==> config.mk <==
export PLATFORM = sky130hd
export DESIGN_NAME = dsi_tx_top
export DESIGN_NICKNAME = d
export VERILOG_FILES = /design/src/dsi_tx_pkg.sv /design/src/dsi_ecc.sv /design/src/dsi_crc16.sv /design/src/dsi_frame_timing.sv /design/src/dsi_packet_builder.sv /design/src/dsi_lane_repacker.sv /design/src/dsi_tx_top.sv
export SDC_FILE = /design/constraint.sdc
export NUM_CORES = 1
export LEC_CHECK = 0
export ABC_AREA = 1
export BUFFER_PORTS_ARGS = -buffer_cell sky130_fd_sc_hd__buf_4
export CAP_MARGIN = 15
export CORE_MARGIN = 2
export CORE_UTILIZATION = 62
export DETAILED_ROUTE_END_ITERATION = 10
export GPL_TIMING_DRIVEN = 0
export PLACE_DENSITY_LB_ADDON = 0.08
export SLEW_MARGIN = 40
export SYNTH_ARGS = -nofsm -noshare
export SYNTH_HDL_FRONTEND = slang
export SYNTH_SLANG_ARGS = --single-unit
export TNS_END_PERCENT = 10
==> constraint.sdc <==
create_clock -name clk -period 4.6 [get_ports clk]
set_input_delay 0 -clock clk [delete_from_list [all_inputs] [get_ports clk]]
set_output_delay 0 -clock clk [all_outputs]
set_load 0.03 [all_outputs]
==> src/dsi_tx_pkg.sv <==
package dsi_tx_pkg;

    // line geometry
    localparam int LINE_PIXELS     = 8;
    localparam int BYTES_PER_PIXEL = 3;
    localparam int LINE_BYTES      = LINE_PIXELS * BYTES_PER_PIXEL; // long packet word count
    localparam int LINE_WORDS      = LINE_BYTES / 4;

    // frame regions in lines
    localparam int VSA_LINES = 1;
    localparam int VBP_LINES = 1;
    localparam int ACT_LINES = 2;
    localparam int VFP_LINES = 1;

    localparam int BLANK_CYCLES = 6; // wait after each sync packet
    localparam int HBP_CYCLES   = 3; // hss to pixel header

    localparam logic [5:0] DT_VSS          = 6'h01;
    localparam logic [5:0] DT_HSS          = 6'h21;
    localparam logic [5:0] DT_PPS24        = 6'h3E;
    localparam logic [1:0] VIRTUAL_CHANNEL = 2'd0;

    localparam logic [15:0] CRC_POLY = 16'h1021; // used bit reversed
    localparam logic [15:0] CRC_SEED = 16'hFFFF;

    typedef struct packed {
        logic [1:0] vc;
        logic [5:0] dt;
    } data_id_t;

    typedef struct packed {
        logic [7:0]  ecc;
        logic [15:0] word_count;
        data_id_t    data_id;
    } pkt_header_t;

    // one queue word, payload or header
    typedef union packed {
        logic [31:0] raw;
        pkt_header_t header;
    } pkt_word_u;

    typedef enum logic [1:0] {
        VSS,
        HSS,
        PIXEL_LINE
    } pkt_kind_e;

    typedef struct packed {
        logic      valid;
        pkt_kind_e kind;
    } pkt_req_t;

    typedef struct packed {
        logic      half; // low two bytes only
        pkt_word_u word;
    } queue_word_t;

endpackage

==> src/dsi_ecc.sv <==
`timescale 1ns/1ps

module dsi_ecc
(
    input  logic [23:0] header,
    output logic [7:0]  ecc
);

    logic [23:0] d;

    assign d = header;

    assign ecc[0] = d[0] ^ d[1] ^ d[2] ^ d[4] ^ d[5] ^ d[7] ^ d[10] ^ d[11] ^ d[13]
                  ^ d[16] ^ d[20] ^ d[21] ^ d[22] ^ d[23];
    assign ecc[1] = d[0] ^ d[1] ^ d[3] ^ d[4] ^ d[6] ^ d[8] ^ d[10] ^ d[12] ^ d[14]
                  ^ d[17] ^ d[20] ^ d[21] ^ d[22] ^ d[23];
    assign ecc[2] = d[0] ^ d[2] ^ d[3] ^ d[5] ^ d[6] ^ d[9] ^ d[11] ^ d[12] ^ d[15]
                  ^ d[18] ^ d[20] ^ d[21] ^ d[22];
    assign ecc[3] = d[1] ^ d[2] ^ d[3] ^ d[7] ^ d[8] ^ d[9] ^ d[13] ^ d[14] ^ d[15]
                  ^ d[19] ^ d[20] ^ d[21] ^ d[23];
    assign ecc[4] = d[4] ^ d[5] ^ d[6] ^ d[7] ^ d[8] ^ d[9] ^ d[16] ^ d[17] ^ d[18]
                  ^ d[19] ^ d[20] ^ d[22] ^ d[23];
    assign ecc[5] = d[10] ^ d[11] ^ d[12] ^ d[13] ^ d[14] ^ d[15] ^ d[16] ^ d[17]
                  ^ d[18] ^ d[19] ^ d[21] ^ d[22] ^ d[23];
    assign ecc[7:6] = 2'b00; // unused in dsi

endmodule

==> src/dsi_crc16.sv <==
`timescale 1ns/1ps

module dsi_crc16
(
    input  logic        clk,
    input  logic        rst_n,
    input  logic        clear,
    input  logic        write,
    input  logic [31:0] data,
    output logic [15:0] crc
);

    // bytes low first, each byte lsb first
    function automatic logic [15:0] crc_fold(input logic [15:0] crc_in, input logic [31:0] word);
        logic [15:0] poly;
        logic [15:0] poly_r;
        logic [15:0] c;
        poly = dsi_tx_pkg::CRC_POLY;
        for (int i = 0; i < 16; i++)
        begin
            poly_r[i] = poly[15 - i];
        end
        c = crc_in;
        for (int i = 0; i < 32; i++)
        begin
            if (c[0] ^ word[i])
                c = (c >> 1) ^ poly_r;
            else
                c = c >> 1;
        end
        return c;
    endfunction

    always_ff @(posedge clk or negedge rst_n)
    begin
        if (!rst_n)
            crc <= dsi_tx_pkg::CRC_SEED;
        else if (clear)
            crc <= dsi_tx_pkg::CRC_SEED;
        else if (write)
            crc <= crc_fold(crc, data);
    end

endmodule

==> src/dsi_frame_timing.sv <==
`timescale 1ns/1ps

module dsi_frame_timing
(
    input  logic                 clk,
    input  logic                 rst_n,
    input  logic                 enable,
    input  logic                 fifo_line_ready,
    output dsi_tx_pkg::pkt_req_t pkt_req,
    input  logic                 pkt_done
);

    typedef enum logic [2:0] {
        ST_IDLE,
        ST_SEND_VSS,
        ST_BLANK_VSS,
        ST_SEND_HSS,
        ST_HBP,
        ST_SEND_PIX,
        ST_BLANK_LINE
    } state_e;

    typedef enum logic [1:0] {
        REG_VSA,
        REG_VBP,
        REG_ACT,
        REG_VFP
    } region_e;

    state_e      state;
    region_e     region;
    logic [7:0]  wait_cnt;
    logic [7:0]  line_cnt;
    logic        wait_done;
    logic        last_line;

    assign wait_done = (wait_cnt == 8'd0);
    assign last_line = (line_cnt == 8'd1);

    always_ff @(posedge clk or negedge rst_n)
    begin
        if (!rst_n)
        begin
            state    <= ST_IDLE;
            region   <= REG_VSA;
            wait_cnt <= 8'd0;
            line_cnt <= 8'd0;
        end
        else
        begin
            if (!wait_done)
                wait_cnt <= wait_cnt - 8'd1;
            case (state)
                ST_IDLE:
                    if (enable && fifo_line_ready)
                    begin
                        state    <= ST_SEND_VSS;
                        region   <= REG_VSA;
                        line_cnt <= 8'(dsi_tx_pkg::VSA_LINES);
                    end
                ST_SEND_VSS:
                    if (pkt_done)
                    begin
                        state    <= ST_BLANK_VSS;
                        wait_cnt <= 8'(dsi_tx_pkg::BLANK_CYCLES - 1);
                    end
                ST_BLANK_VSS:
                    if (wait_done)
                        state <= ST_SEND_HSS;
                ST_SEND_HSS:
                    if (pkt_done)
                    begin
                        if (region == REG_ACT)
                        begin
                            state    <= ST_HBP;
                            wait_cnt <= 8'(dsi_tx_pkg::HBP_CYCLES - 1);
                        end
                        else
                        begin
                            state    <= ST_BLANK_LINE;
                            wait_cnt <= 8'(dsi_tx_pkg::BLANK_CYCLES - 1);
                        end
                    end
                ST_HBP:
                    if (wait_done)
                        state <= ST_SEND_PIX;
                ST_SEND_PIX:
                    if (pkt_done)
                    begin
                        state    <= ST_BLANK_LINE;
                        wait_cnt <= 8'(dsi_tx_pkg::BLANK_CYCLES - dsi_tx_pkg::HBP_CYCLES - 1);
                    end
                ST_BLANK_LINE:
                    if (wait_done)
                    begin
                        state <= ST_SEND_HSS;
                        if (!last_line)
                            line_cnt <= line_cnt - 8'd1;
                        else
                        begin
                            case (region)
                                REG_VSA:
                                begin
                                    region   <= REG_VBP;
                                    line_cnt <= 8'(dsi_tx_pkg::VBP_LINES);
                                end
                                REG_VBP:
                                begin
                                    region   <= REG_ACT;
                                    line_cnt <= 8'(dsi_tx_pkg::ACT_LINES);
                                end
                                REG_ACT:
                                begin
                                    region   <= REG_VFP;
                                    line_cnt <= 8'(dsi_tx_pkg::VFP_LINES);
                                end
                                default:
                                    state <= ST_IDLE; // frame complete
                            endcase
                        end
                    end
                default:
                    state <= ST_IDLE;
            endcase
        end
    end

    always_comb
    begin
        pkt_req.valid = (state == ST_SEND_VSS) || (state == ST_SEND_HSS)
                     || (state == ST_SEND_PIX);
        case (state)
            ST_SEND_HSS: pkt_req.kind = dsi_tx_pkg::HSS;
            ST_SEND_PIX: pkt_req.kind = dsi_tx_pkg::PIXEL_LINE;
            default:     pkt_req.kind = dsi_tx_pkg::VSS;
        endcase
    end

endmodule

==> src/dsi_packet_builder.sv <==
`timescale 1ns/1ps

module dsi_packet_builder
(
    input  logic                    clk,
    input  logic                    rst_n,
    input  dsi_tx_pkg::pkt_req_t    pkt_req,
    output logic                    pkt_done,
    input  logic [31:0]             fifo_data,
    input  logic                    fifo_not_empty,
    input  logic                    fifo_line_ready,
    output logic                    fifo_read_ack,
    output dsi_tx_pkg::queue_word_t queue_head,
    output logic                    queue_empty,
    input  logic                    word_pop,
    output logic                    underflow
);

    typedef enum logic [1:0] {
        B_IDLE,
        B_PAYLOAD,
        B_CRC
    } bstate_e;

    bstate_e                 state;
    logic [7:0]              rem;
    dsi_tx_pkg::queue_word_t mem [4];
    logic [1:0]              wr_ptr;
    logic [1:0]              rd_ptr;
    logic [2:0]              count;
    logic                    queue_full;
    logic                    is_pixel;
    dsi_tx_pkg::data_id_t    data_id;
    logic [15:0]             word_count;
    logic [7:0]              ecc;
    dsi_tx_pkg::pkt_header_t hdr;
    logic                    push;
    dsi_tx_pkg::queue_word_t push_word;
    logic                    crc_clear;
    logic [15:0]             crc;

    assign is_pixel   = (pkt_req.kind == dsi_tx_pkg::PIXEL_LINE);
    assign queue_full = (count == 3'd4);
    assign underflow  = (state == B_IDLE) && pkt_req.valid && is_pixel && !fifo_line_ready;

    always_comb
    begin
        data_id.vc = dsi_tx_pkg::VIRTUAL_CHANNEL;
        case (pkt_req.kind)
            dsi_tx_pkg::HSS:        data_id.dt = dsi_tx_pkg::DT_HSS;
            dsi_tx_pkg::PIXEL_LINE: data_id.dt = dsi_tx_pkg::DT_PPS24;
            default:                data_id.dt = dsi_tx_pkg::DT_VSS;
        endcase
        word_count = is_pixel ? 16'(dsi_tx_pkg::LINE_BYTES) : 16'd0;
        hdr = '{ecc: ecc, word_count: word_count, data_id: data_id};
    end

    dsi_ecc u_ecc
    (
        .header ({word_count, data_id}),
        .ecc    (ecc)
    );

    dsi_crc16 u_crc16
    (
        .clk   (clk),
        .rst_n (rst_n),
        .clear (crc_clear),
        .write (fifo_read_ack),
        .data  (fifo_data),
        .crc   (crc)
    );

    always_comb
    begin
        push          = 1'b0;
        push_word     = '0;
        fifo_read_ack = 1'b0;
        crc_clear     = 1'b0;
        pkt_done      = 1'b0;
        case (state)
            B_IDLE:
                if (pkt_req.valid && !queue_full && (!is_pixel || fifo_line_ready))
                begin
                    push                  = 1'b1;
                    push_word.word.header = hdr;
                    pkt_done              = !is_pixel; // sync packet is one word
                    crc_clear             = is_pixel;
                end
            B_PAYLOAD:
                if (!queue_full && fifo_not_empty)
                begin
                    push               = 1'b1;
                    push_word.word.raw = fifo_data;
                    fifo_read_ack      = 1'b1;
                end
            default:
                if (!queue_full)
                begin
                    push               = 1'b1;
                    push_word.half     = 1'b1;
                    push_word.word.raw = {16'h0000, crc}; // crc footer
                    pkt_done           = 1'b1;
                end
        endcase
    end

    always_ff @(posedge clk or negedge rst_n)
    begin
        if (!rst_n)
        begin
            state <= B_IDLE;
            rem   <= 8'd0;
        end
        else
        begin
            case (state)
                B_IDLE:
                    if (push && is_pixel)
                    begin
                        state <= B_PAYLOAD;
                        rem   <= 8'(dsi_tx_pkg::LINE_WORDS);
                    end
                B_PAYLOAD:
                    if (fifo_read_ack)
                    begin
                        rem <= rem - 8'd1;
                        if (rem == 8'd1)
                            state <= B_CRC;
                    end
                default:
                    if (push)
                        state <= B_IDLE;
            endcase
        end
    end

    always_ff @(posedge clk)
    begin
        if (push)
            mem[wr_ptr] <= push_word;
    end

    always_ff @(posedge clk or negedge rst_n)
    begin
        if (!rst_n)
        begin
            wr_ptr <= 2'd0;
            rd_ptr <= 2'd0;
            count  <= 3'd0;
        end
        else
        begin
            if (push)
                wr_ptr <= wr_ptr + 2'd1;
            if (word_pop)
                rd_ptr <= rd_ptr + 2'd1;
            if (push && !word_pop)
                count <= count + 3'd1;
            else if (word_pop && !push)
                count <= count - 3'd1;
        end
    end

    assign queue_head  = mem[rd_ptr];
    assign queue_empty = (count == 3'd0);

endmodule

==> src/dsi_lane_repacker.sv <==
`timescale 1ns/1ps

module dsi_lane_repacker
(
    input  logic                    clk,
    input  logic                    rst_n,
    input  logic [2:0]              lanes_number,
    input  dsi_tx_pkg::queue_word_t queue_head,
    input  logic                    queue_empty,
    output logic                    word_pop,
    output logic [31:0]             phy_data,
    output logic [3:0]              phy_write,
    input  logic [3:0]              phy_full
);

    logic [63:0] shift_reg;
    logic [3:0]  byte_cnt;   // valid bytes in shift_reg
    logic [3:0]  lanes;
    logic [3:0]  in_bytes;
    logic [31:0] in_word;
    logic        emit;
    logic [3:0]  out_bytes;
    logic [3:0]  free_bytes;
    logic [3:0]  keep_bytes;
    logic [63:0] shifted;
    logic [63:0] inserted;

    assign lanes    = {1'b0, lanes_number};
    assign in_bytes = queue_head.half ? 4'd2 : 4'd4;
    assign in_word  = queue_head.half ? {16'h0000, queue_head.word.raw[15:0]}
                                      : queue_head.word.raw;

    // partial group only when nothing more is queued
    assign emit = !(|phy_full) && ((byte_cnt >= lanes) || ((byte_cnt != 4'd0) && queue_empty));
    assign out_bytes  = !emit ? 4'd0 : ((byte_cnt >= lanes) ? lanes : byte_cnt);
    assign free_bytes = 4'd8 - byte_cnt + out_bytes;
    assign word_pop   = !queue_empty && (free_bytes >= 4'd4);
    assign keep_bytes = byte_cnt - out_bytes;

    assign shifted  = shift_reg >> {out_bytes, 3'b000};
    assign inserted = word_pop ? ({32'h0, in_word} << {keep_bytes, 3'b000}) : 64'h0;

    always_ff @(posedge clk or negedge rst_n)
    begin
        if (!rst_n)
        begin
            shift_reg <= 64'h0;
            byte_cnt  <= 4'd0;
        end
        else
        begin
            shift_reg <= shifted | inserted;
            byte_cnt  <= keep_bytes + (word_pop ? in_bytes : 4'd0);
        end
    end

    assign phy_data  = shift_reg[31:0]; // byte i to lane i
    assign phy_write = ~(4'hF << out_bytes);

endmodule

==> src/dsi_tx_top.sv <==
`timescale 1ns/1ps

module dsi_tx_top
(
    input  logic        clk,
    input  logic        rst_n,
    input  logic        enable,
    input  logic [2:0]  lanes_number,
    input  logic [31:0] fifo_data,
    input  logic        fifo_not_empty,
    input  logic        fifo_line_ready,
    output logic        fifo_read_ack,
    output logic [31:0] phy_data,
    output logic [3:0]  phy_write,
    input  logic [3:0]  phy_full,
    output logic        pix_buffer_underflow_set
);

    dsi_tx_pkg::pkt_req_t    pkt_req;
    logic                    pkt_done;
    dsi_tx_pkg::queue_word_t queue_head;
    logic                    queue_empty;
    logic                    word_pop;

    dsi_frame_timing u_frame_timing
    (
        .clk             (clk),
        .rst_n           (rst_n),
        .enable          (enable),
        .fifo_line_ready (fifo_line_ready),
        .pkt_req         (pkt_req),
        .pkt_done        (pkt_done)
    );

    dsi_packet_builder u_packet_builder
    (
        .clk             (clk),
        .rst_n           (rst_n),
        .pkt_req         (pkt_req),
        .pkt_done        (pkt_done),
        .fifo_data       (fifo_data),
        .fifo_not_empty  (fifo_not_empty),
        .fifo_line_ready (fifo_line_ready),
        .fifo_read_ack   (fifo_read_ack),
        .queue_head      (queue_head),
        .queue_empty     (queue_empty),
        .word_pop        (word_pop),
        .underflow       (pix_buffer_underflow_set)
    );

    dsi_lane_repacker u_lane_repacker
    (
        .clk          (clk),
        .rst_n        (rst_n),
        .lanes_number (lanes_number),
        .queue_head   (queue_head),
        .queue_empty  (queue_empty),
        .word_pop     (word_pop),
        .phy_data     (phy_data),
        .phy_write    (phy_write),
        .phy_full     (phy_full)
    );

endmodule

Word-level counts from Yosys, hierarchy flattened. Memories as Yosys holds them, arrays and structs flattened. Index checks and enable logic that the tools add are counted.

Bits in registers: 122. Memory bits (writable): 132. Logic and storage cells: 391. Memories: 1.

Memory list: u_packet_builder.mem (words 4, width 33, read ports 1, clocked after Yosys merged registers in 0, wr ports 1, RTL line dsi_packet_builder.sv:27) `dsi_tx_pkg::queue_word_t mem [4];`.

Add/sub/neg operators: 11. $lt $le $gt $ge: 2. Eq/ne operators: 27. Shift-type cells: 3. Muxes and demuxes: 158. Bitwise gates (word level): 133. Reductions and logical operators: 44.

Operators by type and width (number): 2-to-1 mux 16 bit (96); NOT 2 -> 3 bit (32); 2-to-1 mux 8 bit (9); 2-to-1 mux 32 bit (2); 2-to-1 mux 64 bit (1); OR 64 bit (1); one-hot mux 32 bit (2 select lines) (1); << shifter 32 x 7 -> 64 bit (1); >> shifter 64 x 7 -> 64 bit (1); XOR 1 bit (58); one-hot mux 8 bit (2 select lines) (3); XOR 1 bit, second input constant (41); 2-to-1 mux 3 bit (12); 2-to-1 mux 33 bit (1); 2-to-1 mux 30 bit (1); one-hot mux 8 bit (3 select lines) (1); subtractor 8 x 1 -> 8 bit, second input constant (3); one-hot mux 3 bit (7 select lines) (1); 2-to-1 mux 2 bit (9); equality test 8 x 1 -> 1 bit, second input constant (2); logical AND 1 bit (13); equality test 3 bit, second input constant (4); 2-to-1 mux 4 bit (3); inequality test 2 x 1 -> 1 bit, second input constant (6); 38 further kinds (76).

Depth between registers and ports, before layout. Gate-level depths: netlist (run 1).

Depth in word-level cells: 133. Gate-level depth with buffers: 29. Mapped depth without buffers: 26.

Cells and area by module. From an unflattened synthesis (run 1), not the netlist that was laid out.

Cells, all modules: 2387. Area, all modules: 17643.2 sq um.

By module, submodules not included: dsi_packet_builder (instances 1, cells an instance 537, area an instance 6373.6 sq um); dsi_lane_repacker (instances 1, cells an instance 951, area an instance 5893.2 sq um); dsi_crc16 (instances 1, cells an instance 423, area an instance 2715.1 sq um); dsi_frame_timing (instances 1, cells an instance 231, area an instance 1570.3 sq um); dsi_ecc (instances 1, cells an instance 245, area an instance 1091.0 sq um).

Worst setup path after synthesis (run 1). Ideal clock, no wire load.

Kind: reg2reg. Start: register u_lane_repacker.byte_cnt[0]. End: register u_packet_builder.count[2]. Setup time: 131 ps. Arrival time: 3919 ps. Setup slack: 550 ps. Cell stages (with the launch flop): 26. Buffers on the path: 1. Cell sequence: dfrtp_1 > inv_1 > ha_1 > inv_1 > nand2_1 > nand2_1 > nand2_1 > nand2_1 > nand2_1 > o21ai_2 > a41oi_2 > nand2_2 > inv_2 > buf_2 > ha_1 > nand2_1 > fa_1 > xnor2_1 > nand2_1 > nand2_1 > ha_1 > inv_1 > fa_1 > a21oi_1 > o21ai_0 > xor2_1.

Word-level cells in the longest chain between the ends: 11.

RTL lines: start, declared (RTL line dsi_lane_repacker.sv:17) `logic [3:0] byte_cnt;`; start signal, assigned (RTL line dsi_lane_repacker.sv:53) `byte_cnt <= keep_bytes + (word_pop ? in_bytes : 4'd0);`; parallel branches: the longest is 5 deep, another holds greater-or-equal comparator 4 x 3 -> 1 bit; adder 4 bit (*) (RTL line dsi_lane_repacker.sv:36) `assign free_bytes = 4'd8 - byte_cnt + out_bytes;`; greater-or-equal comparator 4 x 3 -> 1 bit (*) (RTL line dsi_lane_repacker.sv:37) `assign word_pop = !queue_empty && (free_bytes >= 4'd4);`; logical AND 1 bit (*) (RTL line dsi_lane_repacker.sv:37); logical NOT 1 bit (RTL line dsi_packet_builder.sv:158) `if (push && !word_pop)`; logical AND 1 bit (RTL line dsi_packet_builder.sv:158); 2-to-1 mux 3 bit or nonzero test 2 bit (tied branches); end signal, assigned (RTL line dsi_packet_builder.sv:159) `count <= count + 3'd1;`; end signal, assigned (RTL line dsi_packet_builder.sv:161) `count <= count - 3'd1;`; end, declared (RTL line dsi_packet_builder.sv:30) `logic [2:0] count;`.

Every way passes the cells marked *. A chain may end at the register's enable or synchronous reset.

Worst setup path in the final report (run 1). Ends and elaborated chain as after synthesis.

==> impl_results.md, run 1 <==
- Max-capacitance violation count: 0
- Row count: 57
- Hold WS: -0.0345 ns
- Number of antenna violations at the first check in global routing: 1
- Count of buffering cells on the critical path with inverters included: 5
- Type of element capturing the critical path: register
- CP Capture Point: u_packet_builder.count[2]
- Overflow left after global routing: 0
- Met1 routed wirelength after detailed routing: 18200 microns
- Worst flop-to-flop path endpoint: u_packet_builder.count[2]
- Area share of fa/ha/maj cells after synthesis: 0.0281
- Number of vias per cell after detailed routing: 5.92
- Flip-flop count of the largest register, all copies and words added: 132
- Transition time at the pin with the least slew margin: 0.837 ns
- Area contributors post-synth: sky130_fd_sc_hd__edfxtp_1 (26%), sky130_fd_sc_hd__dfrtp_1 (17%), sky130_fd_sc_hd__nand2_1 (14%)
- Largest driver fanout on the critical path: 10
- Wire length of the first global-routing pass: 73200 microns
- Maximum level of the CTS H-tree: 1
- Synthesized net count: 2037
- Clock tree skew after final layout: 0.0226 ns
- Cell type with the largest total area after synthesis: sky130_fd_sc_hd__edfxtp_1
- Insertion delay to the later sink of the worst-skew pair: 0.55 ns
- Result of the run: finished with violations
- Met3 wire length: 5080 microns
- Clock slew at the register clock pins of the worst setup and hold paths: 0.07 ns
- Max Slew Vio Count: 0
- Iteration-0 DRC count of the detailed router: 1785
- CTS max path bufs: 3
- Uppermost routed layer: met4
- Reg2Reg Depth: 25
- Weighted congestion reported at the end of routability-driven placement: 0.948
- Leak: 0.00817 uW
- Post-synth top area share: 0.259
- Instance area after placement: 0.0165 sq mm
- Number of clock sinks: 254
- Initial Utilization: 0.630
- Arr. time, crit path: 4.74 ns
- Maximum number of pins on one net before global-route repair: 65
- Violated checks: negative hold slack
- Xor and xnor area share after synthesis: 0.0222
- Clock tree from TritonCTS: built
- Number of optimization iterations in the first detailed-route pass: 6
- Total stage count of the critical path: 25
- Estimated wirelength of the detail-placed design: 35100 microns
- Synth Instances: 1961
- Biggest cell delay along the critical path: 0.44 ns
- Final setup TNS: 0 ns
- RSZ-0062 raised after global routing: yes
- Final Hold Vio Count: 9
- Kind of critical path: register to register
- Power density over the cells: 879 mW/mm^2
- Total wirelength of the detailed-routed design: 46600 microns
- Count of filler cells inserted in the layout: 1920
- Type of the tightest min-delay check: input port to asynchronous set/reset pin
- Slowest cell on the critical path: sky130_fd_sc_hd__fa_1
- Final clock period utilization by the worst path: 0.938
- Total via count in the routed design: 14497
- Post-Synthesis Cell Area: 0.0153 sq mm
- Sequential-to-total area share from yosys stat: 0.459
- Required time of the critical path: 5.03 ns
- Maximum vdd drop: 0.000849 V
- Share of layout cells above drive strength 1: 0.141
- Reg2reg setup slack: 0.29 ns
- Die X-Extent: 161 microns
- Post-route standard cell area excluding fillers: 0.0177 sq mm
- WL per Instance: 19.0 microns
- Post-synthesis share of cell area spent on and, or, nand and nor gates: 0.274
- Period minus WS final: 4.31 ns
- I/O pin count: 82
- Number of distinct standard cells referenced by the synthesized netlist: 54
- Compound-cell area share of the yosys netlist: 0.127
- Core footprint: 0.0243 sq mm
- Post-detailed-route count of antenna-violating nets: 0
- FF-to-FF Start: u_lane_repacker.byte_cnt[0]
- Clk Tree Root Cell: sky130_fd_sc_hd__clkbuf_16
- Die height: 161 microns
- Yosys warning total: 0
- Met2 routed wirelength: 21700 microns
- CP top delay family: adder cells
- Final setup fails: 0
- Nets: 2177
- First element of the critical path: u_lane_repacker.byte_cnt[0]
- Total clock buffers created by CTS: 27
- Count of buffers inserted at the top-level ports: 81
- DRC: 0
- Critical path's most frequent cell: sky130_fd_sc_hd__nand2_1
- #FFs+latches synth: 254
- Global-route usage over all layers: 0.363
- CP Launch Type: register
- Max Clk Rate: 0.232 GHz
- Number of global-route vias before repair: 13793
- Syn-to-layout area delta: 15.7%
- Total Die Area: 0.0260 sq mm
- Dominant combinational cell family by area after synthesis: simple AND/OR/NAND/NOR gates
- Relative max-transition margin: 0.436
- Avg Synthesized Cell Area: 7.81 sq um
- Mux share of post-synthesis cell area: 0.000735
through the flow:
step | worst slack (ns) | instances | utilization | total power, uW | hold WS (ns)
floorplan | 0.550 | 1961 | - | 10400 | -0.296
finish | 0.286 | 2447 | 0.729 | 15600 | -0.0345
detailed placement | -0.396 | 2371 | 0.678 | 13000 | -0.0155
CTS | 0.0595 | 2442 | 0.725 | 15300 | 0.0108
global route | -0.0331 | 2446 | 0.729 | 16800 | 0.0229
global placement | -0.386 | 2366 | 0.672 | 12700 | 0.393
worst min path at each step:
stage,from,to,slack [ns],cells after the start
finish,rst_n,u_packet_builder.count[1],-0.03,2
global route,rst_n,u_packet_builder.count[0],0.02,2
global placement,fifo_data[8],u_packet_builder.mem[1][8],0.39,2
detailed placement,rst_n,u_packet_builder.rd_ptr[1],-0.02,1
CTS,rst_n,u_packet_builder.count[0],0.01,2
floorplan,rst_n,u_frame_timing.line_cnt[0],-0.30,0
Yosys cell counts (all sizes together):
cell / n
dfstp: 16
clkbuf: 62
nor2: 147
buf: 54
o2111ai: 1
o41ai: 1
or2: 2
dfrtp: 106
a21o: 1
o22ai: 35
o31ai: 3
a22o: 4
xor2: 26
nand3b: 6
a32o: 16
a41oi: 1
o221ai: 7
inv: 206
or3: 1
o21a: 1
edfxtp: 132
nor4: 2
a21oi: 54
xnor2: 12
a221o: 1
clkinv: 2
a31oi: 3
nand3: 190
o21ai: 184
fa: 4
mux2: 1
nor3: 10
a211oi: 1
nand2: 616
o211ai: 9
nand4: 4
a22oi: 3
o311ai: 9
ha: 28
power breakdown:
group	internal, uW	total [uW]	switching (uW)	leakage (uW)
Sequential	3430	3910	479	0.00264
Combinational	2990	9490	6500	0.00509
Clock	1250	2170	914	0.000435
Total	7680	15600	7900	0.00817
kinds of logic after synthesis:
logic type | Yosys count
DFF | 254
adders and majority gates | 32
and+or+nand+nor | 978
buffers and inverters | 324
AOI/OAI and AO/OA | 334
muxes | 1
xor gates and xnor gates | 38
area by class of cell:
cell class                 instances  area (sq um)  area share
antenna                            1          2.50    0.000141
buffer                           112           576      0.0325
clock buffer                      40           795      0.0448
clock inverter                    10          91.3     0.00515
inverter                         208           783      0.0442
multi-input combinational       1383          7020       0.396
sequential                       254          7040       0.397
tap                              324           405      0.0229
timing repair buffer             115          1020      0.0573
layout by cell type (no fill, tap or decap), drive strengths merged, types with 7 or more instances in the layout:
| master | count |
|---|---|
| a21oi | 54 |
| a32o | 16 |
| buf | 146 |
| clkbuf | 100 |
| clkinv | 7 |
| dfrtp | 106 |
| dfstp | 16 |
| dlygate4sd3 | 21 |
| edfxtp | 132 |
| ha | 28 |
| inv | 209 |
| nand2 | 616 |
| nand3 | 190 |
| nor2 | 147 |
| nor3 | 10 |
| o211ai | 9 |
| o21ai | 184 |
| o221ai | 7 |
| o22ai | 35 |
| o311ai | 9 |
| xnor2 | 12 |
| xor2 | 26 |
worst reg2reg max path, delay by kind of cell, from the launching register on:
kind | cells | cell delay (ns)
flip-flops | 1 | 0.40
buffers and inverters | 5 | 0.54
XOR/XNOR | 2 | 0.31
AND/OR/NAND/NOR | 9 | 0.80
adder cells (fa/ha/maj) | 5 | 1.55
AO/OA/AOI/OAI | 4 | 0.60
per-layer routing:
metal,up-vias,GRT usage
met1,6821,0.506
met5,-,0
met3,125,0.0601
met4,0,0.129
met2,808,0.583
li1,6743,-
repair_timing:
action                                 in CTS  in global routing
setup endpoints to repair                  56                 68
resized for setup                          12                 19
pin swaps                                   1                  4
hold buffers                               21                  0
endpoints found under the hold margin     181                  0
buffers inserted                            2                  6
No activity file was read; power rests on OpenSTA's default activity.
==> inputs of run 2 (changes only) <==
CORE_UTILIZATION = 63   (was 62)
SYNTH_HIERARCHICAL = 1   (was not set)
==> impl_results.md, run 2 <==
- Number of distinct standard cells referenced by the synthesized netlist: 55 (+1.9%)
- Estimated wirelength of the detail-placed design: 41100 microns (+17%)
- Overflow left after global routing: 0 (unchanged)
- Number of optimization iterations in the first detailed-route pass: 6 (unchanged)
- Final Non-Filler Cells: 2996 (+22%)
- Type of element capturing the critical path: register
- Leading cell types by count after synthesis: sky130_fd_sc_hd__nand2_1 (726), sky130_fd_sc_hd__nand3_1 (291), sky130_fd_sc_hd__inv_1 (234)
- Yosys warning total: 6 (+6)
- Antenna diode count: 0 (-1)
- Final setup fails: 0 (unchanged)
- Result of the run: finished with violations
- Number of clock sinks: 254 (unchanged)
- Die X-Extent: 171 microns (+6.3%)
- Required time of the critical path: 5.00 ns (-0.03 ns)
- Max Slew Vio Count: 0 (unchanged)
- WL per Instance: 18.8 microns (-1.5%)
- Global-route usage over all layers: 0.379 (+0.0153)
- Max Clk Rate: 0.226 GHz (-2.3%)
- Commonest non-fill, non-tap cell in the layout: sky130_fd_sc_hd__nand2_1
- Synth Instances: 2387 (+22%)
- Avg Synthesized Cell Area: 7.39 sq um (-5.4%)
- Weighted congestion reported at the end of routability-driven placement: 1.01 (+6.3%)
- Maximum level of the CTS H-tree: 1 (unchanged)
- Total clock buffers created by CTS: 27 (unchanged)
- Sequential-to-total area share from yosys stat: 0.399 (-0.0604)
- Clk Tree Root Cell: sky130_fd_sc_hd__clkbuf_16
- Leading cell type by number of instances after synthesis: sky130_fd_sc_hd__nand2_1
- Cell type with the largest total area after synthesis: sky130_fd_sc_hd__edfxtp_1
- Area taken by flip-flops and latches: 0.00704 sq mm (about the same)
- Count of flip-flops with a built-in enable after synthesis: 132 (unchanged)
- Number of global-route vias before repair: 15990 (+16%)
- Insertion delay to the later sink of the worst-skew pair: 0.55 ns (about the same)
- CTS max path bufs: 3 (unchanged)
- Total Die Area: 0.0294 sq mm (+13%)
- Area contributors post-synth: sky130_fd_sc_hd__edfxtp_1 (22%), sky130_fd_sc_hd__nand2_1 (15%), sky130_fd_sc_hd__dfrtp_1 (15%)
- Worst flop-to-flop path endpoint: u_lane_repacker/byte_cnt[3]
- Relative max-transition margin: 0.523 (+0.0870)
- Post-detailed-route count of antenna-violating nets: 0 (unchanged)
- Syn-to-layout area delta: 14.9%
- Total via count in the routed design: 17399 (+20%)
- Type of the tightest min-delay check: input port to register
- Clock slew at the register clock pins of the worst setup and hold paths: 0.06 ns (about the same)
- Total wirelength of the detailed-routed design: 56200 microns (+21%)
- Post-route standard cell area excluding fillers: 0.0203 sq mm (+14%)
- Count of buffers inserted at the top-level ports: 81 (unchanged)
- Initial Utilization: 0.637 (+0.00678)
- Async set or reset register ratio after synthesis: 0.480 (unchanged)
- Source of the worst hold timing path: fifo_data[15]
- Top library cells by usage in the layout, fill and taps aside: sky130_fd_sc_hd__nand2_1 (723), sky130_fd_sc_hd__nand3_1 (291), sky130_fd_sc_hd__inv_1 (229)
- Maximum number of pins on one net before global-route repair: 67 (+3.1%)
- First element of the critical path: u_lane_repacker/byte_cnt[0]
- Post-synth top area share: 0.225 (-0.0340)
- Max-capacitance violation count: 0 (unchanged)
- Power density over the cells: 867 mW/mm^2 (-1.3%)
- Clock tree from TritonCTS: built
- Clock tree skew after final layout: 0.0185 ns (-0.00410 ns)
- DRC: 0 (unchanged)
- Number of vias per cell after detailed routing: 5.81 (-2.0%)
- Post-Synthesis Cell Area: 0.0176 sq mm (+15%)
- CP Launch Type: register
- Final Hold Vio Count: 4 (-5)
- Violated checks: negative hold slack
- Transition time at the pin with the least slew margin: 0.715 ns (-0.122 ns)
- Most common flop cell mapped by yosys: sky130_fd_sc_hd__edfxtp_1
- Flip-flop count of the largest register, all copies and words added: 132 (unchanged)
- Largest driver fanout on the critical path: 10 (unchanged)
- FF-to-FF Start: u_lane_repacker/byte_cnt[0]
- Leak: 0.0100 uW (+22%)
- I/O pin count: 82 (unchanged)
- Row count: 61 (+7.0%)
- Count of filler cells inserted in the layout: 2206 (+15%)
- Final setup TNS: 0 ns (unchanged)
- Nets: 2671 (+23%)
- #FFs+latches synth: 254 (unchanged)
- Final clock period utilization by the worst path: 0.960 (+0.0225)
- Reg2Reg Depth: 22 (-12%)
- Die height: 171 microns (+6.3%)
- Number of antenna violations at the first check in global routing: 0 (-1)
- Worst Hold Path Cells: 2
- Worst min-delay path endpoint: u_packet_builder/mem[3][15]
- Instance area after placement: 0.0191 sq mm (+16%)
- Wire length of the first global-routing pass: 85700 microns (+17%)
- Maximum vdd drop: 0.00119 V (+40%)
- Share of layout cells above drive strength 1: 0.157 (+0.0156)
- Hold WS: -0.00925 ns (+0.0253 ns)
- Area of the multi-input gates: 0.00913 sq mm (+30%)
- Kind of critical path: register to register
- Dpl cells: 2913 (+23%)
- Reg2reg setup slack: 0.18 ns (-0.10 ns)
- Period minus WS final: 4.42 ns (+0.103 ns)
- Arr. time, crit path: 4.81 ns (+0.07 ns)
- Iteration-0 DRC count of the detailed router: 2057 (+15%)
- Core footprint: 0.0277 sq mm (+14%)
==> run 2: worst max-delay path by stage <==
stage / end / cells after the start
floorplan: u_packet_builder/count[1] / 24
global placement: u_packet_builder/count[1] / 24
detailed placement: u_packet_builder/count[1] / 24
CTS: u_packet_builder/count[1] / 24
global route: u_lane_repacker/byte_cnt[3] / 22
finish: u_lane_repacker/byte_cnt[3] / 22
==> run 2: final cells by class <==
cell class / instances / share of cell area
multi-input cells: 1795 / 0.450
flip-flops and latches: 254 / 0.347
repair buffers: 121 / 0.0537
inverters: 269 / 0.0500
plain buffers: 129 / 0.0367
clock buffers: 39 / 0.0355
well taps: 378 / 0.0233
clock inverters: 11 / 0.00333
==> run 2: metal layers <==
metal  vias to the layer above  GRT usage  share of wire
li1                       8097          -              -
met1                      8122      0.503           0.39
met2                      1012      0.619           0.46
met3                       168     0.0561           0.10
met4                         0      0.166          0.046
met5                         -          0              0
==> run 2: power breakdown <==
part	internal (uW)	switching (uW)	total (uW)	leakage, uW
Sequential	3500	541	4040	0.00262
Combinational	3630	7920	11600	0.00702
Clock	1090	910	2000	0.000375
Total	8220	9370	17600	0.0100
==> run 2: worst max-delay path, cell delays in order, from the launching register on <==
cell and delay, ns:
sky130_fd_sc_hd__dfrtp_1 0.42, sky130_fd_sc_hd__inv_1 0.09, sky130_fd_sc_hd__ha_1 0.19, sky130_fd_sc_hd__inv_1 0.07, sky130_fd_sc_hd__nand2_1 0.06, sky130_fd_sc_hd__nand2_1 0.08
sky130_fd_sc_hd__nand2_2 0.10, sky130_fd_sc_hd__nand3_4 0.12, sky130_fd_sc_hd__nor2_4 0.06, sky130_fd_sc_hd__nor2_8 0.19, sky130_fd_sc_hd__nand2_4 0.11, sky130_fd_sc_hd__buf_6 0.16
sky130_fd_sc_hd__buf_4 0.19, sky130_fd_sc_hd__inv_1 0.07, sky130_fd_sc_hd__ha_1 0.13, sky130_fd_sc_hd__inv_1 0.07, sky130_fd_sc_hd__fa_1 0.41, sky130_fd_sc_hd__xnor2_1 0.23
sky130_fd_sc_hd__clkbuf_2 0.30, sky130_fd_sc_hd__inv_1 0.17, sky130_fd_sc_hd__buf_1 0.36, sky130_fd_sc_hd__fa_1 0.51, sky130_fd_sc_hd__xor2_1 0.17
==> run 2: through the flow <==
stage                     utilization  total power [uW]  setup WS [ns]
final                           0.732             17600          0.183
after detailed placement        0.689             15100         -0.146
after global routing            0.732             18700        -0.0189
after CTS                       0.728             17100        -0.0890
after floorplan                     -             12000          0.473
after global placement          0.684             14600         0.0377
==> run 2: kinds of logic (layout without fill, tap and decap cells) <==
kind of cell	Yosys count	count (layout)	synth area share
other	2	64	0.000426
and+or+nand+nor	1354	1354	0.353
xor gates and xnor gates	58	58	0.0301
AOI/OAI and AO/OA	288	288	0.0944
adders and majority gates	30	30	0.0230
buffers and inverters	400	569	0.0998
DFF	254	254	0.399
muxes	1	1	0.000638
==> run 2: timing repair <==
item,CTS,global route
setup buffers,0,6
hold buffers,29,0
pin swaps,0,5
gates resized for setup,4,13
endpoints found under the hold margin,219,0
endpoints found under the setup margin,10,48
==> inputs of run 3 (changes only) <==
CTS_CLUSTER_SIZE = 40   (was not set)
PLACE_DENSITY = 0.83   (was not set)
PLACE_DENSITY_LB_ADDON = not set   (was 0.08)
==> impl_results.md, run 3 (same netlist as run 2, synthesis figures left out) <==
- Antenna diode count: 0 (unchanged)
- Number of antenna violations at the first check in global routing: 0 (unchanged)
- WL per Instance: 18.6 microns (-0.89%)
- Switching portion of total power: 0.530 (-0.00318)
- Clock tree skew after final layout: 0.0353 ns (+0.0168 ns)
- Switching power summed over all nets: 9300 uW (-0.82%)
- Wire length of the first global-routing pass: 85800 microns (+0.14%)
- Weighted congestion reported at the end of routability-driven placement: 1.03 (+1.9%)
- Combinational fraction of design power: 0.650 (-0.007)
- Final setup fails: 0 (unchanged)
- Number of clock sinks: 254 (unchanged)
- Result of the run: finished clean
- Cells along the critical path: inv_1 > ha_1 > nand4_2 > nand3_2 > nor2_4 > nor2_8 > nand2_4 > buf_6 > buf_4 > ha_1 > inv_1 > nand2_1 > fa_1 > xnor2_1 > inv_1 > or2_1 > nand3_1 > nand2_2 > nor2_1 > clkbuf_1 > o211ai_1 > nand2_1
- Final Hold Vio Count: 0 (-4)
- Final clock period utilization by the worst path: 0.959 (-0.00106)
- Cell internal power dissipation: 8260 uW (+0.45%)
- Fraction of power consumed by the clock network: 0.119 (+0.005)
- Hold WS: 0.0673 ns (+0.0765 ns)
- Type of the tightest min-delay check: input port to register
- Worst-case setup slack after placement: -0.135 ns (+0.0106 ns)
- Total clock buffers created by CTS: 27 (unchanged)
- Max-capacitance violation count: 0 (unchanged)
- Relative max-transition margin: 0.507 (-0.0166)
- Iteration-0 DRC count of the detailed router: 1972 (-4.1%)
- Flip-flop count of the largest register, all copies and words added: 132 (unchanged)
- Type of element capturing the critical path: register
- Reg2reg setup slack: 0.19 ns (about the same)
- Total wirelength of the detailed-routed design: 55800 microns (-0.79%)
- Number of optimization iterations in the first detailed-route pass: 7 (+1)
- Initial Utilization: 0.637 (unchanged)
- Core footprint: 0.0277 sq mm (unchanged)
- CP top delay family: simple AND/OR/NAND/NOR gates
- FF-to-FF Start: u_lane_repacker/byte_cnt[0]
- Maximum level of the CTS H-tree: 1 (unchanged)
- Number of vias per cell after detailed routing: 5.73 (-1.3%)
- Final setup TNS: 0 ns (unchanged)
- Commonest non-fill, non-tap cell in the layout: sky130_fd_sc_hd__nand2_1
- Power density over the cells: 862 mW/mm^2 (-0.63%)
- Die X-Extent: 171 microns (unchanged)
- Largest driver fanout on the critical path: 10 (unchanged)
- Slowest cell on the critical path: sky130_fd_sc_hd__clkbuf_1
- I/O pin count: 82 (unchanged)
- Clock tree from TritonCTS: built
- CTS max path bufs: 3 (unchanged)
- Count of buffering cells on the critical path with inverters included: 6 (-3)
- Arr. time, crit path: 4.92 ns (+0.11 ns)
- Count of buffers inserted at the top-level ports: 81 (unchanged)
- Sequential fraction of design power: 0.231 (about the same)
- Maximum number of pins on one net before global-route repair: 64 (-4.5%)
- Post-detailed-route count of antenna-violating nets: 0 (unchanged)
- Worst min-delay path endpoint: u_frame_timing/region[0]
- Global-route usage over all layers: 0.379 (+0.000709)
- Row count: 61 (unchanged)
- Maximum vdd drop: 0.000919 V (-22%)
- Clock slew at the register clock pins of the worst setup and hold paths: 0.06 ns (about the same)
- Top library cells by usage in the layout, fill and taps aside: sky130_fd_sc_hd__nand2_1 (723), sky130_fd_sc_hd__nand3_1 (291), sky130_fd_sc_hd__inv_1 (230)
- Syn-to-layout area delta: 15.4%
- Kind of critical path: register to register
- Leak: 0.0101 uW (+0.59%)
- Overall power: 17600 uW (-0.23%)
- Worst flop-to-flop path endpoint: u_lane_repacker/shift_reg[38]
- PnR worst setup slack: 0.188 ns (+0.00488 ns)
- Period minus WS final: 4.41 ns (-0.00488 ns)
- Number of global-route vias before repair: 16124 (+0.84%)
- First element of the critical path: u_lane_repacker/byte_cnt[0]
- Share of layout cells above drive strength 1: 0.158 (+0.000583)
- Worst Hold Path Cells: 6 (+4)
- Max Slew Vio Count: 0 (unchanged)
- Max Clk Rate: 0.227 GHz (+0.11%)
- Die height: 171 microns (unchanged)
- Critical path's most frequent cell: sky130_fd_sc_hd__inv_1
- Required time of the critical path: 5.10 ns (+0.10 ns)
- Total via count in the routed design: 17194 (-1.2%)
- Biggest cell delay along the critical path: 0.50 ns (about the same)
- Clk Tree Root Cell: sky130_fd_sc_hd__clkbuf_16
- DRC: 0 (unchanged)
- Reg2Reg Depth: 22 (unchanged)
- Insertion delay to the later sink of the worst-skew pair: 0.57 ns (+0.02 ns)
- Nets: 2675 (+0.15%)
- Total Die Area: 0.0294 sq mm (unchanged)
- Overflow left after global routing: 0 (unchanged)
- CP Launch Type: register
- Estimated wirelength of the detail-placed design: 41100 microns (about the same)
- Source of the worst hold timing path: enable
- Transition time at the pin with the least slew margin: 0.740 ns (+0.0249 ns)
[run 3: cell types whose count changed in the layout (fill, tap and decap cells not counted), moves of 2 or more]
cell	previous run	this run
sky130_fd_sc_hd__dlygate4sd3_1	29	35
sky130_fd_sc_hd__clkbuf_1	53	49
sky130_fd_sc_hd__buf_4	132	129
sky130_fd_sc_hd__clkinvlp_4	3	1
[run 3: worst max-delay path by stage]
stage	endpoint	slack, ns	cells past startpoint
final	u_lane_repacker/shift_reg[38]	0.19	22
after global placement	u_packet_builder/count[1]	-0.03	23
after CTS	u_lane_repacker/shift_reg[38]	0.02	22
after global routing	u_packet_builder/count[1]	-0.02	25
after detailed placement	u_packet_builder/count[1]	-0.14	24
after floorplan	u_packet_builder/count[1]	0.47	24
[run 3: layout make-up]
class                   instances  area (sq um)
plain buffers                 129           746
fillers                      2139          7340
inverters                     269          1010
well taps                     378           473
clock inverters                14           131
clock buffers                  35           706
multi-input cells            1795          9120
repair buffers                125          1130
flip-flops and latches        254          7040
[run 3: power groups by stage]
stage | sequential [uW] | clock [uW] | combinational [uW]
floorplan | 3880 | 0 | 8130
finish | 4050 | 2090 | 11400
global route | 4110 | 2200 | 12400
detailed placement | 4050 | 0 | 10900
global placement | 4030 | 0 | 10600
CTS | 4020 | 2100 | 11100
[run 3: worst reg2reg max path, stage by stage, from the launching register on]
cell,delay (ns)
sky130_fd_sc_hd__dfrtp_2,0.42
sky130_fd_sc_hd__inv_1,0.09
sky130_fd_sc_hd__ha_1,0.29
sky130_fd_sc_hd__nand4_2,0.15
sky130_fd_sc_hd__nand3_2,0.16
sky130_fd_sc_hd__nor2_4,0.07
sky130_fd_sc_hd__nor2_8,0.17
sky130_fd_sc_hd__nand2_4,0.10
sky130_fd_sc_hd__buf_6,0.17
sky130_fd_sc_hd__buf_4,0.20
sky130_fd_sc_hd__ha_1,0.20
sky130_fd_sc_hd__inv_1,0.05
sky130_fd_sc_hd__nand2_1,0.06
sky130_fd_sc_hd__fa_1,0.43
sky130_fd_sc_hd__xnor2_1,0.14
sky130_fd_sc_hd__inv_1,0.07
sky130_fd_sc_hd__or2_1,0.21
sky130_fd_sc_hd__nand3_1,0.09
sky130_fd_sc_hd__nand2_2,0.10
sky130_fd_sc_hd__nor2_1,0.22
sky130_fd_sc_hd__clkbuf_1,0.50
sky130_fd_sc_hd__o211ai_1,0.32
sky130_fd_sc_hd__nand2_1,0.14
[run 3: timing repair]
item	4_1_cts	5_1_grt
pin swaps	0	2
buffers inserted	1	2
gates resized for setup	3	14
hold endpoints to repair	239	0
setup endpoints to repair	2	52
hold buffers	36	0
[run 3: routing by layer]
| layer | track usage | wire length (microns) | vias to the layer above |
|---|---|---|---|
| li1 | - | - | 8102 |
| met1 | 0.493 | 21400 | 7931 |
| met2 | 0.619 | 25800 | 963 |
| met3 | 0.0683 | 5610 | 198 |
| met4 | 0.177 | 2950 | 0 |
| met5 | 0 | 0 | - |
[run 3: stage by stage]
stage,std cells,cell area (sq um),utilization
after detailed placement,2913,19100,0.689
final,2999,20400,0.735
after global routing,2999,20400,0.735
after global placement,2908,19000,0.684
after CTS,2999,20300,0.733
after floorplan,2449,17900,-
